**src/design/flp_pkg.sv**
```systemverilog
// Single-precision format constants and the unpacked operand type.
package flp_pkg;

  // Exponent width.
  localparam int FLP_EWIDTH = 8;
  // Stored significand width, hidden one excluded.
  localparam int FLP_SWIDTH = 23;
  // Packed word width.
  localparam int FLP_WIDTH = FLP_EWIDTH + FLP_SWIDTH + 1;
  // Exponent bias.
  localparam int FLP_BIAS = 127;

  // Canonical quiet NaN.
  // All NaN results use this one encoding.
  localparam logic [FLP_WIDTH-1:0] FLP_QNAN = 32'h7FC0_0000;

  // Operand after field split and classification.
  // Significand carries the hidden one, or is zero for zero and subnormal inputs.
  typedef struct packed {
    logic                  sign;
    logic [FLP_EWIDTH-1:0] exp;
    logic [FLP_SWIDTH:0]   sig;
    logic                  zero;
    logic                  nan;
    logic                  inf;
  } flp_unpacked_t;

endpackage

```
**src/design/vfpu_pkg.sv**
```systemverilog
// Vector unit configuration: lane count, opcodes and pipeline latency.
package vfpu_pkg;

  // Number of parallel lanes.
  // Each lane takes one operand pair per request.
  localparam int VFPU_NLANES = 4;

  // Lane operations.
  // NOP still produces a result word, all zero.
  typedef enum logic [1:0] {
    OP_FMUL = 2'd0,
    OP_FMIN = 2'd1,
    OP_FMAX = 2'd2,
    OP_NOP  = 2'd3
  } vfpu_op_e;

  // Request to result, in clock edges.
  // Issue register, two lane stages, collect register.
  localparam int VFPU_LATENCY = 4;

endpackage

```
**src/design/vfpu_lane_if.sv**
```systemverilog
// Per-lane request and result bundle with issue, lane and collect modports.
`timescale 1ns/100ps

interface vfpu_lane_if
  import flp_pkg::*;
  import vfpu_pkg::*;
  ();

  // Request side, from the issue register.
  logic                 req_valid;
  logic                 req_en;
  vfpu_op_e             req_op;
  logic [FLP_WIDTH-1:0] req_a;
  logic [FLP_WIDTH-1:0] req_b;

  // Result side, from the lane's last stage.
  logic                 res_valid;
  logic [FLP_WIDTH-1:0] res;
  logic                 res_nv;

  // Issue block drives requests.
  modport issue (output req_valid, req_en, req_op, req_a, req_b);

  // Lane consumes a request and returns a result.
  modport lane (
    input  req_valid, req_en, req_op, req_a, req_b,
    output res_valid, res, res_nv
  );

  // Collector only sees results.
  modport collect (input res_valid, res, res_nv);

endinterface

```
**src/design/flp_lane.sv**
```systemverilog
// One vector lane: FMUL, FMIN and FMAX over two pipeline stages.
// Stage 1 unpacks and computes, stage 2 normalizes and packs.
`timescale 1ns/100ps

module flp_lane
  import flp_pkg::*;
  import vfpu_pkg::*;
(
  input  logic  i_clk,
  input  logic  i_arst_n,
  vfpu_lane_if.lane lane
);

  // Result kind chosen in stage 1.
  typedef enum logic [2:0] {
    K_ZERO,
    K_INF,
    K_QNAN,
    K_PASS,
    K_PROD
  } res_kind_e;

  flp_unpacked_t ua;
  flp_unpacked_t ub;

  // Stage 1 next-state values.
  res_kind_e                   kind_d;
  logic                        sign_d;
  logic                        nv_d;
  logic [FLP_WIDTH-1:0]        pass_d;
  logic [2*FLP_SWIDTH+1:0]     prod_d;
  logic signed [FLP_EWIDTH+1:0] exp_d;

  // Operand ordering helpers.
  logic                        sa;
  logic                        sb;
  logic [FLP_WIDTH-2:0]        mag_a;
  logic [FLP_WIDTH-2:0]        mag_b;
  logic                        a_lt_b;
  logic                        b_lt_a;
  logic [FLP_WIDTH-1:0]        pack_a;
  logic [FLP_WIDTH-1:0]        pack_b;

  // Stage 1 registers.
  logic                        s1_valid;
  res_kind_e                   s1_kind;
  logic                        s1_sign;
  logic                        s1_nv;
  logic [FLP_WIDTH-1:0]        s1_pass;
  logic [2*FLP_SWIDTH+1:0]     s1_prod;
  logic signed [FLP_EWIDTH+1:0] s1_exp;

  // Stage 2 next-state values.
  logic signed [FLP_EWIDTH+1:0] norm_exp;
  logic [FLP_SWIDTH-1:0]       norm_sig;
  logic [FLP_WIDTH-1:0]        res_d;

  // Stage 2 registers.
  logic                        s2_valid;
  logic [FLP_WIDTH-1:0]        s2_res;
  logic                        s2_nv;

  flp_unpack u_unpack_a (.i_fpd(lane.req_a), .o_unp(ua));
  flp_unpack u_unpack_b (.i_fpd(lane.req_b), .o_unp(ub));

  // Repacked operands, subnormals flushed to signed zero.
  assign pack_a = {ua.sign, ua.exp, ua.sig[FLP_SWIDTH-1:0]};
  assign pack_b = {ub.sign, ub.exp, ub.sig[FLP_SWIDTH-1:0]};

  // Zeros compare as positive, so all zeros tie.
  assign sa    = ua.sign & ~ua.zero;
  assign sb    = ub.sign & ~ub.zero;
  assign mag_a = pack_a[FLP_WIDTH-2:0];
  assign mag_b = pack_b[FLP_WIDTH-2:0];
  // Negative magnitudes order in reverse.
  assign a_lt_b = (sa & ~sb) | (~sa & ~sb & (mag_a < mag_b)) | (sa & sb & (mag_a > mag_b));
  assign b_lt_a = (sb & ~sa) | (~sa & ~sb & (mag_b < mag_a)) | (sa & sb & (mag_b > mag_a));

  // Stage 1 special-case selection.
  always_comb begin
    kind_d = K_ZERO;
    sign_d = 1'b0;
    nv_d   = 1'b0;
    pass_d = pack_a;
    prod_d = ua.sig * ub.sig;
    // Biased sum wraps into a signed value.
    exp_d  = (FLP_EWIDTH+2)'(ua.exp) + (FLP_EWIDTH+2)'(ub.exp) - (FLP_EWIDTH+2)'(FLP_BIAS);
    if (lane.req_en) begin
      case (lane.req_op)
        OP_FMUL: begin
          sign_d = ua.sign ^ ub.sign;
          if (ua.nan | ub.nan | (ua.zero & ub.inf) | (ua.inf & ub.zero)) begin
            kind_d = K_QNAN;
            nv_d   = 1'b1;
          end else if (ua.inf | ub.inf) begin
            kind_d = K_INF;
          end else if (ua.zero | ub.zero) begin
            kind_d = K_ZERO;
          end else begin
            kind_d = K_PROD;
          end
        end
        OP_FMIN, OP_FMAX: begin
          kind_d = K_PASS;
          if (ua.nan & ub.nan) begin
            kind_d = K_QNAN;
            nv_d   = 1'b1;
          end else if (ua.nan) begin
            pass_d = pack_b;
          end else if (ub.nan) begin
            pass_d = pack_a;
          end else if (lane.req_op == OP_FMIN) begin
            // Ties keep operand a.
            pass_d = b_lt_a ? pack_b : pack_a;
          end else begin
            pass_d = a_lt_b ? pack_b : pack_a;
          end
        end
        // NOP falls through as an unsigned zero.
        default: kind_d = K_ZERO;
      endcase
    end
  end

  always_ff @(posedge i_clk or negedge i_arst_n) begin
    if (!i_arst_n) begin
      s1_valid <= 1'b0;
    end else begin
      s1_valid <= lane.req_valid;
    end
  end

  // Stage 1 payload, loaded only on a request.
  always_ff @(posedge i_clk) begin
    if (lane.req_valid) begin
      s1_kind <= kind_d;
      s1_sign <= sign_d;
      s1_nv   <= nv_d;
      s1_pass <= pass_d;
      s1_prod <= prod_d;
      s1_exp  <= exp_d;
    end
  end

  // Stage 2 normalize, saturate and pack.
  always_comb begin
    norm_exp = s1_exp;
    norm_sig = s1_prod[2*FLP_SWIDTH-1:FLP_SWIDTH];
    // Product in [2,4) needs one right shift.
    if (s1_prod[2*FLP_SWIDTH+1]) begin
      norm_exp = s1_exp + 1;
      norm_sig = s1_prod[2*FLP_SWIDTH:FLP_SWIDTH+1];
    end
    case (s1_kind)
      K_QNAN:  res_d = FLP_QNAN;
      K_INF:   res_d = {s1_sign, {FLP_EWIDTH{1'b1}}, {FLP_SWIDTH{1'b0}}};
      K_PASS:  res_d = s1_pass;
      K_PROD: begin
        if (norm_exp >= 255) begin
          // Overflow saturates.
          res_d = {s1_sign, {FLP_EWIDTH{1'b1}}, {FLP_SWIDTH{1'b0}}};
        end else if (norm_exp <= 0) begin
          // Underflow flushes.
          res_d = {s1_sign, {(FLP_WIDTH-1){1'b0}}};
        end else begin
          res_d = {s1_sign, norm_exp[FLP_EWIDTH-1:0], norm_sig};
        end
      end
      default: res_d = {s1_sign, {(FLP_WIDTH-1){1'b0}}};
    endcase
  end

  always_ff @(posedge i_clk or negedge i_arst_n) begin
    if (!i_arst_n) begin
      s2_valid <= 1'b0;
    end else begin
      s2_valid <= s1_valid;
    end
  end

  always_ff @(posedge i_clk) begin
    if (s1_valid) begin
      s2_res <= res_d;
      s2_nv  <= s1_nv;
    end
  end

  assign lane.res_valid = s2_valid;
  assign lane.res       = s2_res;
  assign lane.res_nv    = s2_nv;

endmodule

```
**src/design/flp_unpack.sv**
```systemverilog
// Packed float field split with zero, NaN and infinity classification.
`timescale 1ns/100ps

module flp_unpack
  import flp_pkg::*;
(
  input  logic [FLP_WIDTH-1:0] i_fpd,
  output flp_unpacked_t        o_unp
);

  logic                  sign;
  logic [FLP_EWIDTH-1:0] exp;
  logic [FLP_SWIDTH-1:0] frac;
  logic                  exp_zero;
  logic                  exp_ones;
  logic                  frac_nz;

  // Field extraction.
  assign sign = i_fpd[FLP_WIDTH-1];
  assign exp  = i_fpd[FLP_WIDTH-2:FLP_SWIDTH];
  assign frac = i_fpd[FLP_SWIDTH-1:0];

  // Exponent extremes.
  assign exp_zero = ~(|exp);
  assign exp_ones = &exp;
  // Stored fraction non-zero.
  assign frac_nz = |frac;

  always_comb begin
    o_unp.sign = sign;
    o_unp.exp  = exp;
    // Subnormals read as zero.
    // Their significand is dropped with the hidden one.
    o_unp.sig  = exp_zero ? '0 : {1'b1, frac};
    o_unp.zero = exp_zero;
    // All-ones exponent splits on the fraction.
    o_unp.nan  = exp_ones & frac_nz;
    o_unp.inf  = exp_ones & ~frac_nz;
  end

endmodule

```
**src/flat_wrapper.sv**
```systemverilog
// flat-port wrapper written by rule: the top's interface ports become plain ports
module flp_lane_flat import flp_pkg::*; import vfpu_pkg::*;
  (i_clk, i_arst_n, lane_req_valid, lane_req_en, lane_req_op, lane_req_a, lane_req_b, lane_res_valid, lane_res, lane_res_nv);
  vfpu_lane_if lane_i ();
  input  logic i_clk;
  input  logic i_arst_n;
  input wire logic [$bits(lane_i.req_valid)-1:0] lane_req_valid;
  input wire logic [$bits(lane_i.req_en)-1:0] lane_req_en;
  input wire logic [$bits(lane_i.req_op)-1:0] lane_req_op;
  input wire logic [$bits(lane_i.req_a)-1:0] lane_req_a;
  input wire logic [$bits(lane_i.req_b)-1:0] lane_req_b;
  output wire logic [$bits(lane_i.res_valid)-1:0] lane_res_valid;
  output wire logic [$bits(lane_i.res)-1:0] lane_res;
  output wire logic [$bits(lane_i.res_nv)-1:0] lane_res_nv;
  assign lane_i.req_valid = lane_req_valid;
  assign lane_i.req_en = lane_req_en;
  assign lane_i.req_op = lane_req_op;
  assign lane_i.req_a = lane_req_a;
  assign lane_i.req_b = lane_req_b;
  assign lane_res_valid = lane_i.res_valid;
  assign lane_res = lane_i.res;
  assign lane_res_nv = lane_i.res_nv;
  flp_lane u_core (.i_clk(i_clk), .i_arst_n(i_arst_n), .lane(lane_i));
endmodule
```
**config.mk**
```make
export PLATFORM = sky130hd
export DESIGN_NAME = flp_lane_flat
export DESIGN_NICKNAME = d
export VERILOG_FILES = /design/src/design/flp_pkg.sv /design/src/design/vfpu_pkg.sv /design/src/design/vfpu_lane_if.sv /design/src/design/flp_lane.sv /design/src/design/flp_unpack.sv /design/src/flat_wrapper.sv
export SDC_FILE = /design/constraint.sdc
export NUM_CORES = 2
export LEC_CHECK = 0
export BUFFER_PORTS_ARGS = -buffer_cell sky130_fd_sc_hd__buf_2
export CAP_MARGIN = 20
export CORE_ASPECT_RATIO = 1.5
export CORE_MARGIN = 2
export CORE_UTILIZATION = 50
export CTS_BUF_LIST = sky130_fd_sc_hd__clkbuf_8
export CTS_CLUSTER_DIAMETER = 40
export DETAILED_ROUTE_END_ITERATION = 8
export PLACE_DENSITY_LB_ADDON = 0.2
export SLEW_MARGIN = 20
export SYNTH_ARGS = -nofsm -noshare
export SYNTH_HDL_FRONTEND = slang
export SYNTH_SLANG_ARGS = --single-unit
```
**constraint.sdc**
```tcl
create_clock -name i_clk -period 2.4 [get_ports i_clk]
set_input_delay 0.12 -clock i_clk [delete_from_list [all_inputs] [get_ports i_clk]]
set_output_delay 0.12 -clock i_clk [all_outputs]
set_load 0.05 [all_outputs]
```
# Word level (Yosys, flattened, before mapping)
# Index checks and enable logic that the tools add are counted.
# classes
addsub	3
n_mul	1
n_lt_le_gt_ge	6
n_eq_ne	6
muxes	23
bitwise_logic	33
reduce_logical	9
# op_table
operator	count
32-bit 2-to-1 mux	8
32-bit one-hot mux with 4 select lines	1
31-bit > comparator	2
31-bit < comparator	2
31-bit 2-to-1 mux	2
24-bit by 24-bit multiplier with 48-bit output	1
24-bit 2-to-1 mux	2
23-bit OR reduction	2
23-bit 2-to-1 mux	1
1-bit AND	17
8-bit AND reduction	2
8-bit OR reduction	2
10-bit by 2-bit adder with 10-bit output, second input constant	1
10-bit by 9-bit greater-or-equal comparator with 1-bit output, second input constant	1
10-bit by 1-bit less-or-equal comparator with 1-bit output, second input constant	1
10-bit 2-to-1 mux	1
10-bit by 7-bit subtractor with 10-bit output, second input constant	1
8-bit by 8-bit adder with 9-bit output	1
3-bit 2-to-1 mux	3
1-bit OR	9
3-bit by 2-bit equality test with 1-bit output, second input constant	2
1-bit inverter	6
3-bit one-hot mux with 2 select lines	1
3-bit by 1-bit equality test with 1-bit output, second input constant	1
9 further kinds	11
# word_totals
ff_bits	130
inputBits	70
out_inout_bits	34
elab_cells	91

# Longest topological paths before layout
# depth
word_depth	14
depth_mapped	31
depth_no_buf	27

# Cells and area by module
# From an unflattened synthesis, not the netlist that was laid out.
# hier_totals
cells_unflattened	2671
area_unflattened_um2	25142.9
# modules_own_cells
mod	instances	cells_per_inst	area_per_inst_um2	seq_area_each_um2
flp_lane	1	2567	24479.7	3203.1
flp_unpack	2	52	331.6	0.0

# Least setup slack after synthesis
# OpenSTA, ideal clock, no wires.
# synth_path
kind	input -> register
from	in lane_req_a[26]
to	reg u_core.s1_prod[42] (data pin)
setup_ns	0.256
arrival_ns	7.351
required_time_ns	2.144
setup_slack_ns	-5.207
cell_stages	29
n_path_buf	3
cell_sequence	nor4_1 > nand2_1 > clkbuf_1 > clkbuf_1 > and3_1 > clkbuf_1 > and2_1 > fa_1 > inv_1 > fa_1 > inv_1 > fa_1 > inv_1 > fa_1 > inv_1 > fa_1 > fa_1 > inv_1 > fa_1 > inv_1 > ha_1 > a21o_1 > a221oi_1 > o311ai_0 > or3_1 > o21ai_1 > a21oi_1 > nor3_1 > and4b_1
# synth_between
elab_chain_len	3
# synth_lines
item	line	text
from (decl)	flat_wrapper.sv:10	input wire logic [$bits(lane_i.req_a)-1:0] lane_req_a;
8-bit OR reduction	flp_unpack.sv:24	assign exp_zero = ~(|exp);
24-bit 2-to-1 mux	flp_unpack.sv:34	o_unp.sig = exp_zero ? '0 : {1'b1, frac};
24-bit by 24-bit multiplier with 48-bit output	flp_lane.sv:85	prod_d = ua.sig * ub.sig;
net u_core.prod_d[42]	flp_lane.sv:31	logic [2*FLP_SWIDTH+1:0] prod_d;
to (signal assigned)	flp_lane.sv:140	s1_prod <= prod_d;
to (decl)	flp_lane.sv:50	logic [2*FLP_SWIDTH+1:0] s1_prod;
# The timed path passes the listed nets, and every way through them passes these cells.
# A chain may end at the register's enable or synchronous reset.

# Worst setup path after layout
# layout_path
from	in lane_req_b[30]
to	reg u_core.s1_prod[42] (data pin)
# layout_between
elab_chain_len	3
# layout_lines
item	line	text
from (decl)	flat_wrapper.sv:11	input wire logic [$bits(lane_i.req_b)-1:0] lane_req_b;
8-bit OR reduction	flp_unpack.sv:24	
24-bit 2-to-1 mux	flp_unpack.sv:34	
24-bit by 24-bit multiplier with 48-bit output	flp_lane.sv:85	
net u_core.prod_d[42]	flp_lane.sv:31	
# The timed path passes the listed nets, and every way through them passes these cells.

==> summary.md <==
| Metric | Value |
|---|---|
| Status | `finished with violations` |
| Failing checks | `setup timing` |
| # setup viols final | `58` |
| Rel. slew slack | `50.7%` |
| Deepest clock path buffer count | `2` |
| GPL Wtd Cong | `1.05` |
| Port Buf Inserts | `103` |
| Unrepaired setup endpoints after global routing | `true` |
| ANT nets after route | `0` |
| Hold WC Path Type | `in -> async` |
| CP Buf/Inv Count | `10` |
| Crit path launch type | `primary input` |
| H-tree depth | `3` |
| Die area | `52500 um2` |
| Final Cycle Share | `299%` |
| Starting DRT DRC Count | `1538` |
| Worst-case hold slack | `0.0515 ns` |
| Worst skew pair latency | `0.39 ns` |
| Number of synthesized flops with an enable pin | `105` |
| DRT Wirelength | `88200 um` |
| Synthesized flop and latch total | `107` |
| Routed vias/inst | `5.53` |
| Final worst slack | `-4.77 ns` |
| DR pass1 iterations | `6` |
| Area Overhead vs Synth | `24.5%` |
| IO Count | `104` |
| Sequential fraction of the synthesis area | `12.7%` |
| Yosys warns | `0` |
| Largest net degree at the start of global routing | `28` |
| Core ar. | `50300 um2` |
| Global route total overflow | `0` |
| Worst Path Arrival | `7.32 ns` |
| Final Net Count | `3978` |
| Slowest cell on the critical path | `fa_1` |
| First-pass GRT wire length | `133000 um` |
| Number of global-route vias before repair | `23493` |
| Tot GR Track Use | `33.9%` |
| Final Hold Viols | `0` |
| CTS Buf Count | `9` |
| CP Capture Type | `register` |
| Post-DR wirelength/cell | `22.8 um` |
| Clock sink count | `107` |
| Drt drc | `0` |
| Syn Inst Count | `2715` |
| Initial antenna violation count | `1` |
| Most frequent CP cell | `fa_1` |
| Kind of critical path | `in -> reg` |
| Starting Density | `50.3%` |
| WP data required | `2.55 ns` |
| Max Slew Vio Count | `0` |
| TritonCTS clock tree | `done` |
| Die Y | `280 um` |
| Least-Margin Pin Slew | `0.739 ns` |
| Most common cell after layout, fill and taps aside | `inv_1` |
| Syn nets | `3503` |
| Max Fclk | `139 MHz` |
| Tmin final | `7.17 ns` |
| Dpl hpwl | `74500 um` |
| CP delay by family, top | `adder cells` |
| Via Count | `21372` |
| Final core utilization | `62.7%` |
| Layout Skew | `0.0145 ns` |
| Die X | `188 um` |
| Layout Cells excl Fill | `3866` |
| Max Cap Viol | `0` |
| Synth cell types | `64` |
| Layout cells sized above 1 | `25.8%` |
| Top_reg_cell synth | `edfxtp_1` |
| Clock Root Buffer | `clkbuf_8` |
| Number of core rows | `101` |
| Mapped cell area | `25300 um2` |
| Fraction of registers with async set/reset | `1.87%` |
| Final setup TNS | `-152.89 ns` |
| Syn avg cell area | `9.32 um2` |
| Most frequent cells in the layout | `587 x inv_1, 464 x fa_1, 443 x buf_4` |
| Delay of the slowest cell on the worst path | `0.56 ns` |
| Clk pin slew, worst setup/hold paths | `0.12 ns` |
| DP Cell Count | `3817` |
| CP max FO | `6` |
## Yosys cell counts, types with 8 or more instances
master	number	area, um2
a21o_1	23	173
a21oi_1	63	315
and2_1	242	1510
and3_1	83	519
clkbuf_1	126	473
edfxtp_1	105	3150
fa_1	482	9650
ha_1	236	2950
inv_1	607	2280
mux2_4	29	435
mux2i_1	27	270
nand2_1	347	1300
nand2b_1	10	62.6
nand3_1	32	160
nand4_1	18	113
nor2_1	40	150
nor2b_1	9	56.3
nor3_1	16	80.1
nor4_1	18	113
o21ai_0	50	250
o21bai_1	9	67.6
o22ai_1	8	50.1
xnor2_1	34	298
xor2_1	13	114
## flip-flops by register name, summed over array words and instances (netlist names)
register               count
u_core.s1_sign             1
u_core.s1_prod            25
u_core.lane.res_nv         1
u_core.s1_pass            32
u_core.lane.res_valid      1
u_core.s1_exp             10
u_core.s1_valid            1
u_core.s1_kind             3
u_core.s1_nv               1
u_core.lane.res           32
## repair_timing
| item | CTS | global route |
|---|---|---|
| pin swaps | 23 | 38 |
| hold endpoints to repair | 2 | 0 |
| cloned | 0 | 6 |
| setup buffers | 4 | 22 |
| endpoints found under the setup margin | 66 | 85 |
| gates resized for setup | 67 | 131 |
| hold buffers | 1 | 0 |
## layout make-up
class                      instances  area (um2)
antenna                            2        5.00
clock buffer                       9         124
clock inverter                     7        96.3
fill                            4231       18800
inverter                         608        2280
multi-input combinational       1869       20300
sequential                       107        3200
tap                              669         837
timing repair buffer             595        4720
## cell families after synthesis
logic type,count (synthesis),synth area share (%)
compound gates,206,5.17
xor+xnor,47,1.63
buf+inv,740,11.1
mux,58,2.88
fa+ha+maj,718,49.8
simple gates,839,16.8
flops,107,12.7
## stage by stage
step | instance area [um2] | setup WS, ns
6_report | 31500 | -4.77
5_1_grt | 31500 | -4.95
4_1_cts | 30700 | -4.64
3_5_place_dp | 30200 | -5.28
3_3_place_gp | 30200 | -5.19
2_1_floorplan | 25700 | -4.64
## final timing paths
kind	from	slack (ns)	depth (start not counted)	endpoint
worst max-delay path	lane_req_b[30]	-4.77	30	u_core.s1_prod[42]$_DFFE_PP_
worst min-delay path	i_arst_n	0.05	2	u_core.lane.res_valid$_DFF_PN0_
worst max register to register	u_core.s1_prod[47]$_DFFE_PP_	-0.01	10	u_core.lane.res[4]$_DFFE_PP_
worst min register to register	u_core.s1_nv$_SDFFCE_PN0P_	0.44	0	u_core.lane.res_nv$_DFFE_PP_
max in group asynchronous	i_arst_n	2.24	2	u_core.s1_valid$_DFF_PN0_
min in group i_clk	lane_req_en	0.11	2	u_core.s1_sign$_SDFFCE_PN0P_
## layer usage
metal | global-route usage, % | vias up | part of all wire, %
met4 | 23.8 | 2 | 8.7
met1 | 38.2 | 10795 | 36
met5 | 0 | - | 0.0079
li1 | - | 9270 | -
met2 | 59.9 | 953 | 49
met3 | 3.88 | 352 | 6.4
Power is left out: the tool's default activity adds up to more than one toggle a clock period on the data nets, which glitch-free logic cannot reach.
